[config.mk]
export PLATFORM = sky130hd
export DESIGN_NAME = hins_top
export DESIGN_NICKNAME = d
export VERILOG_FILES = /design/src/design/hins_pkg.sv /design/src/design/hins_rst_sync.sv /design/src/design/hins_reg_bank.sv /design/src/design/hins_sync_gen.sv /design/src/design/hins_timer.sv /design/src/design/hins_mod_gen.sv /design/src/design/hins_top.sv
export SDC_FILE = /design/constraint.sdc
export NUM_CORES = 1
export LEC_CHECK = 0
export ABC_CLOCK_PERIOD_IN_PS = 28100
export BUFFER_PORTS_ARGS = -buffer_cell sky130_fd_sc_hd__buf_2
export CAP_MARGIN = 5
export CORE_UTILIZATION = 25
export DETAILED_ROUTE_END_ITERATION = 12
export PLACE_DENSITY_LB_ADDON = 0.1
export SYNTH_ARGS = -nofsm -noshare
export SYNTH_HDL_FRONTEND = slang
export SYNTH_SLANG_ARGS = --single-unit
export TNS_END_PERCENT = 100
[constraint.sdc]
create_clock -name pll_clk_cpu_int -period 28.1 [get_ports pll_clk_cpu_int]
set_input_delay 0 -clock pll_clk_cpu_int [delete_from_list [all_inputs] [get_ports pll_clk_cpu_int]]
set_output_delay 0 -clock pll_clk_cpu_int [all_outputs]
set_load 0.01 [all_outputs]
[src/design/hins_pkg.sv]
package hins_pkg;

    // ========================================================================
    // widths
    // ========================================================================
    localparam int DATA_W = 32;                              // parameter word
    localparam int ADDR_W = 4;                               // register address
    localparam int DAC_W  = 16;                              // parallel DAC code

    // ========================================================================
    // constants
    // ========================================================================
    localparam logic [DAC_W-1:0] DAC_MID = 16'h8000;         // midscale, 32768
    localparam int TIMER_DIV = 100;                          // clocks per timer tick

    // register reset values, formerly tied off at the fog core
    localparam logic [DATA_W-1:0] FREQ_CNT_DEF = 32'd1000;   // half period, cycles
    localparam logic [DATA_W-1:0] AMP_H_DEF    = 32'd5000;   // high half above mid
    localparam logic [DATA_W-1:0] AMP_L_DEF    = 32'd5000;   // low half below mid
    localparam logic [DATA_W-1:0] SYNC_CNT_DEF = 32'd0;      // 0 keeps sync off

    // ========================================================================
    // register map, one 32-bit word per address
    // ========================================================================
    typedef enum logic [ADDR_W-1:0] {
        REG_FREQ_CNT   = 4'd0,  // rw, modulation half period
        REG_AMP_H      = 4'd1,  // rw, high amplitude
        REG_AMP_L      = 4'd2,  // rw, low amplitude
        REG_SYNC_COUNT = 4'd3,  // rw, sync period
        REG_TIMER_RST  = 4'd4,  // rw, bit 0 clears timer
        REG_DAC_RST    = 4'd5,  // rw, bit 0 to dac reset pin
        REG_TIMER      = 4'd6   // ro, live timer value
    } reg_addr_e;

    // ========================================================================
    // modulation half
    // ========================================================================
    typedef enum logic {
        MOD_HIGH = 1'b0,        // mid + amp_h
        MOD_LOW  = 1'b1         // mid - amp_l
    } mod_state_e;

endpackage

[src/design/hins_rst_sync.sv]
`timescale 1ns/1ps

module hins_rst_sync (
    input  logic pll_clk_cpu_int,
    input  logic RST_EXT_N,
    input  logic i_pll_locked,   // async to cpu clock
    output logic o_rst_sync_n    // active-low internal reset
);

    logic r_lock_meta;           // first stage may go metastable
    logic r_lock_sync;           // second stage

    always_ff @(posedge pll_clk_cpu_int or negedge RST_EXT_N) begin
        if (!RST_EXT_N) begin
            r_lock_meta <= 1'b0;
            r_lock_sync <= 1'b0;
        end else begin
            r_lock_meta <= i_pll_locked;
            r_lock_sync <= r_lock_meta;
        end
    end

    assign o_rst_sync_n = r_lock_sync; // deasserts two edges after lock

    // release only while lock is still up
    a_release_after_lock: assert property (@(posedge pll_clk_cpu_int) disable iff (!RST_EXT_N)
        $rose(o_rst_sync_n) |-> i_pll_locked);

endmodule

[src/design/hins_reg_bank.sv]
`timescale 1ns/1ps

module hins_reg_bank (
    input  logic                          pll_clk_cpu_int,
    input  logic                          i_rst_n,
    input  logic                          i_reg_wr,        // one-cycle write strobe
    input  hins_pkg::reg_addr_e           i_reg_waddr,
    input  logic [hins_pkg::DATA_W-1:0]   i_reg_wdata,
    input  hins_pkg::reg_addr_e           i_reg_raddr,
    input  logic [hins_pkg::DATA_W-1:0]   i_timer_value,   // live, from timer
    output logic [hins_pkg::DATA_W-1:0]   o_reg_rdata,
    output logic [hins_pkg::DATA_W-1:0]   o_freq_cnt,
    output logic [hins_pkg::DATA_W-1:0]   o_amp_h,
    output logic [hins_pkg::DATA_W-1:0]   o_amp_l,
    output logic [hins_pkg::DATA_W-1:0]   o_sync_count,
    output logic                          o_timer_clr,
    output logic                          o_dac_rst
);

    logic [hins_pkg::DATA_W-1:0] rd_mux;   // readback select, pre-register

    // ========================================================================
    // write side
    // ========================================================================
    always_ff @(posedge pll_clk_cpu_int or negedge i_rst_n) begin
        if (!i_rst_n) begin
            o_freq_cnt   <= hins_pkg::FREQ_CNT_DEF;
            o_amp_h      <= hins_pkg::AMP_H_DEF;
            o_amp_l      <= hins_pkg::AMP_L_DEF;
            o_sync_count <= hins_pkg::SYNC_CNT_DEF;
            o_timer_clr  <= 1'b0;
            o_dac_rst    <= 1'b0;                    // dac out of reset
        end else if (i_reg_wr) begin
            case (i_reg_waddr)
                hins_pkg::REG_FREQ_CNT:   o_freq_cnt   <= i_reg_wdata;
                hins_pkg::REG_AMP_H:      o_amp_h      <= i_reg_wdata;
                hins_pkg::REG_AMP_L:      o_amp_l      <= i_reg_wdata;
                hins_pkg::REG_SYNC_COUNT: o_sync_count <= i_reg_wdata;
                hins_pkg::REG_TIMER_RST:  o_timer_clr  <= i_reg_wdata[0];
                hins_pkg::REG_DAC_RST:    o_dac_rst    <= i_reg_wdata[0];
                default: ;                               // timer ro, unmapped dropped
            endcase
        end
    end

    // ========================================================================
    // read side
    // ========================================================================
    always_comb begin
        case (i_reg_raddr)
            hins_pkg::REG_FREQ_CNT:   rd_mux = o_freq_cnt;
            hins_pkg::REG_AMP_H:      rd_mux = o_amp_h;
            hins_pkg::REG_AMP_L:      rd_mux = o_amp_l;
            hins_pkg::REG_SYNC_COUNT: rd_mux = o_sync_count;
            hins_pkg::REG_TIMER_RST:  rd_mux = {{(hins_pkg::DATA_W-1){1'b0}}, o_timer_clr};
            hins_pkg::REG_DAC_RST:    rd_mux = {{(hins_pkg::DATA_W-1){1'b0}}, o_dac_rst};
            hins_pkg::REG_TIMER:      rd_mux = i_timer_value;
            default:                  rd_mux = '0;       // unmapped reads zero
        endcase
    end

    // one clock of read latency
    always_ff @(posedge pll_clk_cpu_int or negedge i_rst_n) begin
        if (!i_rst_n) begin
            o_reg_rdata <= '0;
        end else begin
            o_reg_rdata <= rd_mux;
        end
    end

    // a floating strobe from the cpu side would corrupt parameters silently
    a_wr_known: assert property (@(posedge pll_clk_cpu_int) disable iff (!i_rst_n)
        !$isunknown(i_reg_wr));

endmodule

[src/design/hins_sync_gen.sv]
`timescale 1ns/1ps

module hins_sync_gen (
    input  logic                        pll_clk_cpu_int,
    input  logic                        i_rst_n,
    input  logic [hins_pkg::DATA_W-1:0] i_sync_count,   // period, <2 disables
    output logic                        o_sync          // one-cycle pulse
);

    logic [hins_pkg::DATA_W-1:0] period_q;   // last seen period
    logic [hins_pkg::DATA_W-1:0] cnt;        // cycles to next pulse

    always_ff @(posedge pll_clk_cpu_int or negedge i_rst_n) begin
        if (!i_rst_n) begin
            period_q <= hins_pkg::SYNC_CNT_DEF;
            cnt      <= '0;
            o_sync   <= 1'b0;
        end else if (i_sync_count != period_q) begin
            period_q <= i_sync_count;            // new period, restart count
            cnt      <= i_sync_count - 1'b1;
            o_sync   <= 1'b0;
        end else if (period_q < 2) begin
            cnt      <= '0;                      // 0 or 1, held off
            o_sync   <= 1'b0;
        end else if (cnt == '0) begin
            cnt      <= period_q - 1'b1;         // reload and fire
            o_sync   <= 1'b1;
        end else begin
            cnt      <= cnt - 1'b1;
            o_sync   <= 1'b0;
        end
    end

    // pulse never stretches past one clock
    a_sync_one_wide: assert property (@(posedge pll_clk_cpu_int) disable iff (!i_rst_n)
        o_sync |=> !o_sync);

endmodule

[src/design/hins_timer.sv]
`timescale 1ns/1ps

module hins_timer (
    input  logic                        pll_clk_cpu_int,
    input  logic                        i_rst_n,
    input  logic                        i_timer_clr,   // level, holds at zero
    output logic [hins_pkg::DATA_W-1:0] o_timer
);

    logic [hins_pkg::DATA_W-1:0] presc;   // clock divider
    logic                        tick;    // one cycle per TIMER_DIV clocks

    assign tick = (presc == hins_pkg::DATA_W'(hins_pkg::TIMER_DIV - 1));

    // ========================================================================
    // prescaler and counter
    // ========================================================================
    always_ff @(posedge pll_clk_cpu_int or negedge i_rst_n) begin
        if (!i_rst_n) begin
            presc   <= '0;
            o_timer <= '0;
        end else if (i_timer_clr) begin
            presc   <= '0;                      // clear both stages
            o_timer <= '0;
        end else if (tick) begin
            presc   <= '0;                      // wrap divider
            o_timer <= o_timer + 1'b1;          // free-running, wraps at 2^32
        end else begin
            presc   <= presc + 1'b1;
        end
    end

endmodule

[src/design/hins_mod_gen.sv]
`timescale 1ns/1ps

module hins_mod_gen (
    input  logic                        pll_clk_cpu_int,
    input  logic                        i_rst_n,
    input  logic [hins_pkg::DATA_W-1:0] i_freq_cnt,   // half length where 0 acts as 1
    input  logic [hins_pkg::DATA_W-1:0] i_amp_h,
    input  logic [hins_pkg::DATA_W-1:0] i_amp_l,
    output logic [hins_pkg::DAC_W-1:0]  o_dac_data
);

    hins_pkg::mod_state_e        state;       // current half
    hins_pkg::mod_state_e        next_state;  // half after boundary
    logic [hins_pkg::DATA_W-1:0] half_cnt;    // cycles left in half
    logic [hins_pkg::DATA_W-1:0] code;        // untruncated dac code
    logic                        boundary;

    assign boundary = (half_cnt == '0);

    always_comb begin
        next_state = (state == hins_pkg::MOD_HIGH) ? hins_pkg::MOD_LOW : hins_pkg::MOD_HIGH;
        if (next_state == hins_pkg::MOD_HIGH) begin
            code = hins_pkg::DATA_W'(hins_pkg::DAC_MID) + i_amp_h;   // above mid
        end else begin
            code = hins_pkg::DATA_W'(hins_pkg::DAC_MID) - i_amp_l;   // below mid
        end
    end

    // ========================================================================
    // half-period FSM
    // ========================================================================
    // reset parks in the low half with the counter expired so the first
    // clock after reset is a boundary into the high half
    always_ff @(posedge pll_clk_cpu_int or negedge i_rst_n) begin
        if (!i_rst_n) begin
            state      <= hins_pkg::MOD_LOW;
            half_cnt   <= '0;
            o_dac_data <= hins_pkg::DAC_MID;              // midscale in reset
        end else if (boundary) begin
            state      <= next_state;
            half_cnt   <= (i_freq_cnt == '0) ? '0 : i_freq_cnt - 1'b1;  // params latch here
            o_dac_data <= code[hins_pkg::DAC_W-1:0];      // wraps to 16 bits
        end else begin
            half_cnt   <= half_cnt - 1'b1;
        end
    end

    // state only ever holds one of the two halves
    a_state_legal: assert property (@(posedge pll_clk_cpu_int) disable iff (!i_rst_n)
        state inside {hins_pkg::MOD_HIGH, hins_pkg::MOD_LOW});

endmodule

[src/design/hins_top.sv]
`timescale 1ns/1ps

module hins_top (
    input  logic                        pll_clk_cpu_int,
    input  logic                        RST_EXT_N,
    input  logic                        i_pll_locked,
    input  logic                        i_reg_wr,       // write strobe
    input  logic [hins_pkg::ADDR_W-1:0] i_reg_waddr,
    input  logic [hins_pkg::DATA_W-1:0] i_reg_wdata,
    input  logic [hins_pkg::ADDR_W-1:0] i_reg_raddr,
    output logic [hins_pkg::DATA_W-1:0] o_reg_rdata,    // one clock after raddr
    output logic                        o_sync,
    output logic [hins_pkg::DAC_W-1:0]  o_dac_data,
    output logic                        o_dac_rst
);

    logic                        rst_sync_n;    // internal reset, follows lock
    hins_pkg::reg_addr_e         waddr_e;       // addresses as map enum
    hins_pkg::reg_addr_e         raddr_e;
    logic [hins_pkg::DATA_W-1:0] freq_cnt;
    logic [hins_pkg::DATA_W-1:0] amp_h;
    logic [hins_pkg::DATA_W-1:0] amp_l;
    logic [hins_pkg::DATA_W-1:0] sync_count;
    logic [hins_pkg::DATA_W-1:0] timer_value;
    logic                        timer_clr;

    assign waddr_e = hins_pkg::reg_addr_e'(i_reg_waddr);   // unmapped values kept
    assign raddr_e = hins_pkg::reg_addr_e'(i_reg_raddr);

    // ========================================================================
    // reset and parameter window
    // ========================================================================
    hins_rst_sync u_rst_sync (
        .pll_clk_cpu_int (pll_clk_cpu_int),
        .RST_EXT_N       (RST_EXT_N),
        .i_pll_locked    (i_pll_locked),
        .o_rst_sync_n    (rst_sync_n)
    );

    hins_reg_bank u_reg_bank (
        .pll_clk_cpu_int (pll_clk_cpu_int),
        .i_rst_n         (rst_sync_n),
        .i_reg_wr        (i_reg_wr),
        .i_reg_waddr     (waddr_e),
        .i_reg_wdata     (i_reg_wdata),
        .i_reg_raddr     (raddr_e),
        .i_timer_value   (timer_value),   // readback only
        .o_reg_rdata     (o_reg_rdata),
        .o_freq_cnt      (freq_cnt),
        .o_amp_h         (amp_h),
        .o_amp_l         (amp_l),
        .o_sync_count    (sync_count),
        .o_timer_clr     (timer_clr),
        .o_dac_rst       (o_dac_rst)      // straight to pin
    );

    // ========================================================================
    // sync, timer, modulation
    // ========================================================================
    hins_sync_gen u_sync_gen (
        .pll_clk_cpu_int (pll_clk_cpu_int),
        .i_rst_n         (rst_sync_n),
        .i_sync_count    (sync_count),
        .o_sync          (o_sync)
    );

    hins_timer u_timer (
        .pll_clk_cpu_int (pll_clk_cpu_int),
        .i_rst_n         (rst_sync_n),
        .i_timer_clr     (timer_clr),
        .o_timer         (timer_value)
    );

    hins_mod_gen u_mod_gen (
        .pll_clk_cpu_int (pll_clk_cpu_int),
        .i_rst_n         (rst_sync_n),
        .i_freq_cnt      (freq_cnt),
        .i_amp_h         (amp_h),
        .i_amp_l         (amp_l),
        .o_dac_data      (o_dac_data)     // open loop, no ramp
    );

endmodule

After elaboration in Yosys (flattened, before gate mapping)
Cells that the tools add are included.
{ "word_totals": {"latchBits": 0, "romBits": 0, "ramBits": 0, "word_cells": 67, "output_inout_bits": 50, "ff_bits": 342, "n_memories": 0} }
{ "op_classes": {"n_shift": 0, "n_eq_ne": 13, "addsub": 9, "n_mux": 15, "n_mul": 0, "magnitude_cmp": 1, "n_div": 0, "n_reduce_logical": 12, "n_bitwise": 0} }
{ "ops": {"columns": ["cell", "n"], "rows": [
  ["2-to-1 mux 32 bit", 9],
  ["case mux 32 bit (7 select lines)", 1],
  ["subtractor 32 x 1 -> 32 bit (second input constant)", 5],
  ["logical NOT 32 bit", 3],
  ["adder 32 x 1 -> 32 bit (second input constant)", 2],
  ["== test 32 x 7 -> 1 bit (second input constant)", 1],
  ["< comparator 32 x 2 -> 1 bit (second input constant)", 1],
  ["!= test 32 bit", 1],
  ["== test 4 x 3 -> 1 bit (second input constant)", 5],
  ["adder 16 bit (first input constant)", 1],
  ["== test 4 x 2 -> 1 bit (second input constant)", 4],
  ["2-to-1 mux 16 bit", 1],
  ["subtractor 16 bit (first input constant)", 1],
  ["AND reduction 2 bit", 6],
  ["== test 4 x 1 -> 1 bit (second input constant)", 2],
  ["logical NOT 4 bit", 2],
  ["2-to-1 mux 1 bit", 4],
  ["nonzero test 2 bit", 1]
]} }

Logic depth before layout (Yosys ltp)
{ "logic_depth": {"ltp_word": 4, "ltp_mapped": 18, "ltp_nobuf": 13} }

Hierarchy
From an unflattened synthesis, not the netlist that was laid out.
{ "unflattened": {"hier_cells": 1719, "area_unflattened_um2": 18233.7} }
{ "modules_own_cells": {"columns": ["mod", "seq_area_each_um2", "cells_per_inst", "area_each_um2", "n_inst"], "rows": [
  ["hins_reg_bank", 4073.9, 471, 7011.7, 1],
  ["hins_sync_gen", 1626.6, 504, 4389.2, 1],
  ["hins_timer", 1601.5, 363, 3452.1, 1],
  ["hins_mod_gen", 1228.7, 379, 3330.7, 1],
  ["hins_rst_sync", 50.0, 2, 50.0, 1]
]} }

Worst setup path after synthesis
OpenSTA, ideal clock, no wires.
{ "synth_timing": {"path_type": "flip-flop to flip-flop", "start": "register u_sync_gen.cnt[9] (netlist name)", "end": "register u_sync_gen.cnt[16] (netlist name)", "setup_time_ns": 0.138, "t_arrival_ns": 3.839, "path_slack_ns": 24.123, "synth_period_minus_slack_ns": 3.977, "t_required_ns": 27.962, "path_stages_with_launch": 19, "path_cell_list": "dfrtp_1 -> nor4_1 -> and3_1 -> clkbuf_1 -> and4_1 -> buf_2 -> clkbuf_1 -> buf_1 -> a21oi_1 -> ha_1 -> or3b_2 -> or4_1 -> nor4_1 -> mux2_2 -> and2_1 -> clkbuf_1 -> nand4_1 -> xnor2_1 -> o22ai_1"} }
{ "synth_via": {"elab_chain_cells": 4, "elab_cells_between_ends": 5, "classes_between": "add/sub (1); mux (3); reduce/logical (1)"} }
{ "synth_lines": {"columns": ["item", "line_no", "source"], "rows": [
  ["start: declaration", "hins_sync_gen.sv:11", "logic [hins_pkg::DATA_W-1:0] cnt;"],
  ["start signal: assignment", "hins_sync_gen.sv:20", "cnt <= i_sync_count - 1'b1;"],
  ["start signal: assignment", "hins_sync_gen.sv:26", "cnt <= period_q - 1'b1;"],
  ["start signal: assignment", "hins_sync_gen.sv:29", "cnt <= cnt - 1'b1;"],
  ["subtractor 32 x 1 -> 32 bit or logical NOT 32 bit (tied branches)", "hins_sync_gen.sv:29, hins_sync_gen.sv:25", null],
  ["2-to-1 mux 32 bit *", "hins_sync_gen.sv:25", "end else if (cnt == '0) begin"],
  ["2-to-1 mux 32 bit *", "hins_sync_gen.sv:22", "end else if (period_q < 2) begin"],
  ["2-to-1 mux 32 bit *", "hins_sync_gen.sv:18", "end else if (i_sync_count != period_q) begin"]
]} }
Mark *: on every way between the ends. The rest lies on a longest branch, timed or not.
A chain may end at the register's enable or synchronous reset.

Final worst setup path
{ "layout_timing": {"start": "register u_sync_gen.cnt[6] (netlist name)", "end": "register u_sync_gen.cnt[16] (netlist name)"} }
Same word-level chain as after synthesis.

==> results.md <==
- Die area: 69200 um2
- Initial antenna violation count: 0
- Lkg Pwr: 8.27 nW
- Critical path endpoint category: register
- Min-Delay Path Class: in2reg
- CP Max Fanout: 11
- H-tree depth: 2
- Chip width: 263 um
- Commonest non-fill, non-tap cells in the layout: 323 x dfrtp_1, 156 x nor2_1, 129 x mux2_2, 124 x nand2_1, 113 x xor2_1
- Seq/Total Area, Yosys: 50.4%
- CTS Sinks: between 300 and 400
- Routed WL per cell: 20.5 um
- Mapped cell area: about 17000 um2
- WS Path Type: reg2reg
- Slack of the critical path: 24.08 ns
- Syn Area/Cell: between 10 and 15 um2
- Max Slew Vio Count: 0
- M2 GR Usage: ~24%
- Port Buf Inserts: 93
- Slew @ Worst Pin: around 1.2 ns
- CP startpoint kind: register
- Max frequency: 249 MHz
- Die Ht: 263 um
- Nets: 1762
- Pwr dens: around 75 nW/um2
- Finish-stage setup viols: 0
- Total CTS buffers: 43
- Iter 0 DRT Violations: about 1000
- TritonCTS clock tree: yes
- Site Rows: 95
- Yosys Warn Count: 0
- Total congestion overflow: 0
- Maximum root-to-sink buffer count: 3
- Final min period: about 4.0 ns
- First-pass GRT wire length: 83.6 mm
- Post-Route Utilization: 30.2%
- RSZ-0062 raised after global routing: false
- Arr. time, crit path: 4.45 ns
- DRC: 0
- Yosys cell types: 64
- Clock skew: 0.0311 ns
- Largest net degree at the start of global routing: 169
- Worst rel slew slack: roughly 18%
- Worst VDD drop: 36.5 uV
- Final period utilization: 14.3%
- Placer Congestion: 0.793
- Later-pin clock latency in the skew report: 0.57 ns
- Final hold violation count: 0
- Cells after DPL: 2501
- Routing usage on met3: about 2.2%
- Yosys reg bits: 342
- Via Count: between 10000 and 15000
- Cell count after synthesis: between 1500 and 2000
- Worst-path clk slew: around 0.06 ns
- Max-Cap Viols: 0
- Post-synth top area share: a little under half
- Most used routing layer: met2
- Post-DR vias/cell: 4.86
- Initial Util: 25.3%
- Met1 usage: 22.5%
- Synth Flop Type: dfrtp_1
- Area occupied by multi-input gates: ~8000 um2
- Largest area contributor in the netlist: dfrtp_1
- Fin cells: around 2600
- Post-synth EDFFs: 0
- Fill count: 7020
- Core ar.: 67300 um2
- Layout cells sized above 1: 21.1%
- 1st-pass router iterations: 8
- Worst slack, placed: 24.16 ns
- Syn nets: between 1500 and 2000
- Area contributors post-synth: dfrtp_1 48%, mux2_2 8.5%, xor2_1 5.8%
- Detailed placer's ending HPWL: between 30 and 40 mm
- Total GRT Usage: 15.6%
- Asr flop ratio synth: 100%
- Vias in the first global route: between 10000 and 15000
- Status: finished, final reports clean
- Total wire length: 53.6 mm
- ANT nets after route: 0
- Sequential cell area: approximately 8600 um2
- CTS root buffer: clkbuf_16
- Setup TNS: 0 ns
- Num ports: 94
- CTS-repair resized insts: 0
- Most common cell after layout, fill and taps aside: dfrtp_1
- Worst-case hold slack: between 0.06 and 0.07 ns
- WP data required: 28.54 ns
- Area growth from synthesis to layout: 19.1%
## power by group
group	switching [W]	internal [W]
clock network	0.000226	0.000370
registers	0.000112	0.000572
logic	0.000126	0.000116
## kinds of logic after synthesis
logic type,synth area share (%)
AND/OR/NAND/NOR,16.3
AO/OA/AOI/OAI,9.85
flip-flops,50.4
adder cells (fa/ha/maj),0.514
XOR/XNOR,10.8
buffers and inverters,3.20
multiplexers,8.94
## final cells by class
cell class	instances	share of cell area (%)
inverter	18	0.333
tap	873	5.38
multi-input combinational	1151	39.3
timing repair buffer	155	5.12
clock inverter	13	0.845
sequential	342	42.3
clock buffer	66	6.73
antenna	1	0.0123
## cells in the mapped netlist (all sizes together), types with 4 or more instances
cell    number
dfrtp      324
nor2       158
mux2       129
nand2      124
xor2       113
clkbuf     111
xnor2       97
nor3        57
o22ai       56
a21oi       48
nor4        42
o21ai       42
nand3       39
a222oi      32
a22oi       31
or4         21
dfstp       18
inv         18
nand4       16
or3         16
and3        12
and4        12
nand3b      11
and2        10
buf         10
or2         10
ha           7
mux2i        7
nor4b        7
a211oi       6
nor3b        4
o31ai        4
## flip-flops by register name, indices dropped and copies added, names as in the netlist
register / flops
u_mod_gen.half_cnt: 32
u_reg_bank.o_amp_h: 32
u_reg_bank.o_amp_l: 32
u_reg_bank.o_freq_cnt: 32
u_reg_bank.o_reg_rdata: 32
u_reg_bank.o_sync_count: 32
u_sync_gen.cnt: 32
u_sync_gen.period_q: 32
u_timer.o_timer: 32
u_timer.presc: 32
u_mod_gen.o_dac_data: 16
u_mod_gen.state: 1
u_reg_bank.o_dac_rst: 1
u_reg_bank.o_timer_clr: 1
u_rst_sync.o_rst_sync_n: 1
u_rst_sync.r_lock_meta: 1
u_sync_gen.o_sync: 1
## stage by stage
step                      power, W  instance area (um2)
after floorplan           0.000832                17000
after global placement    0.000933                18400
after detailed placement  0.000932                18400
after CTS                  0.00155                20300
after global routing       0.00160                20300
final                      0.00152                20300
## final timing paths
path	slack, ns	to	depth (start not counted)	start
worst min-delay path	0.06	u_reg_bank.o_timer_clr$_DFFE_PN0P_	4	i_reg_waddr[1]
max in group asynchronous	25.50	u_sync_gen.cnt[14]$_DFF_PN0_	2	u_rst_sync.o_rst_sync_n$_DFF_PN0_
worst min register to register	0.34	u_sync_gen.cnt[30]$_DFF_PN0_	0	u_rst_sync.o_rst_sync_n$_DFF_PN0_
min in group asynchronous	0.30	u_rst_sync.o_rst_sync_n$_DFF_PN0_	3	RST_EXT_N
worst max register to register	24.08	u_sync_gen.cnt[16]$_DFF_PN0_	13	u_sync_gen.cnt[6]$_DFF_PN0_
worst max-delay path	24.08	u_sync_gen.cnt[16]$_DFF_PN0_	13	u_sync_gen.cnt[6]$_DFF_PN0_
## critical path, stage by stage, from the launching register on
cell and delay, ns:
dfrtp_1 0.54, nor4_1 0.11, and3_1 0.28, and4_1 0.23, a21oi_1 0.20, ha_1 0.21
or3b_2 0.51, or4_1 0.54, nor4_1 0.22, mux2_2 0.28, and2_1 0.31, nand4_1 0.16
xnor2_1 0.19, o22ai_1 0.09
## repair_timing
action                                  CTS  global route
endpoints found under the hold margin   134             0
hold buffers                             38             0
endpoints found under the setup margin    0             0
setup buffers                             0             0
## layer usage
layer	vias to the layer above	part of all wire, %
met3	71	3.5
met4	0	2.8
met5	-	0
li1	6011	-
met1	6417	49
met2	231	44
Power figures use the tool's default switching activity.
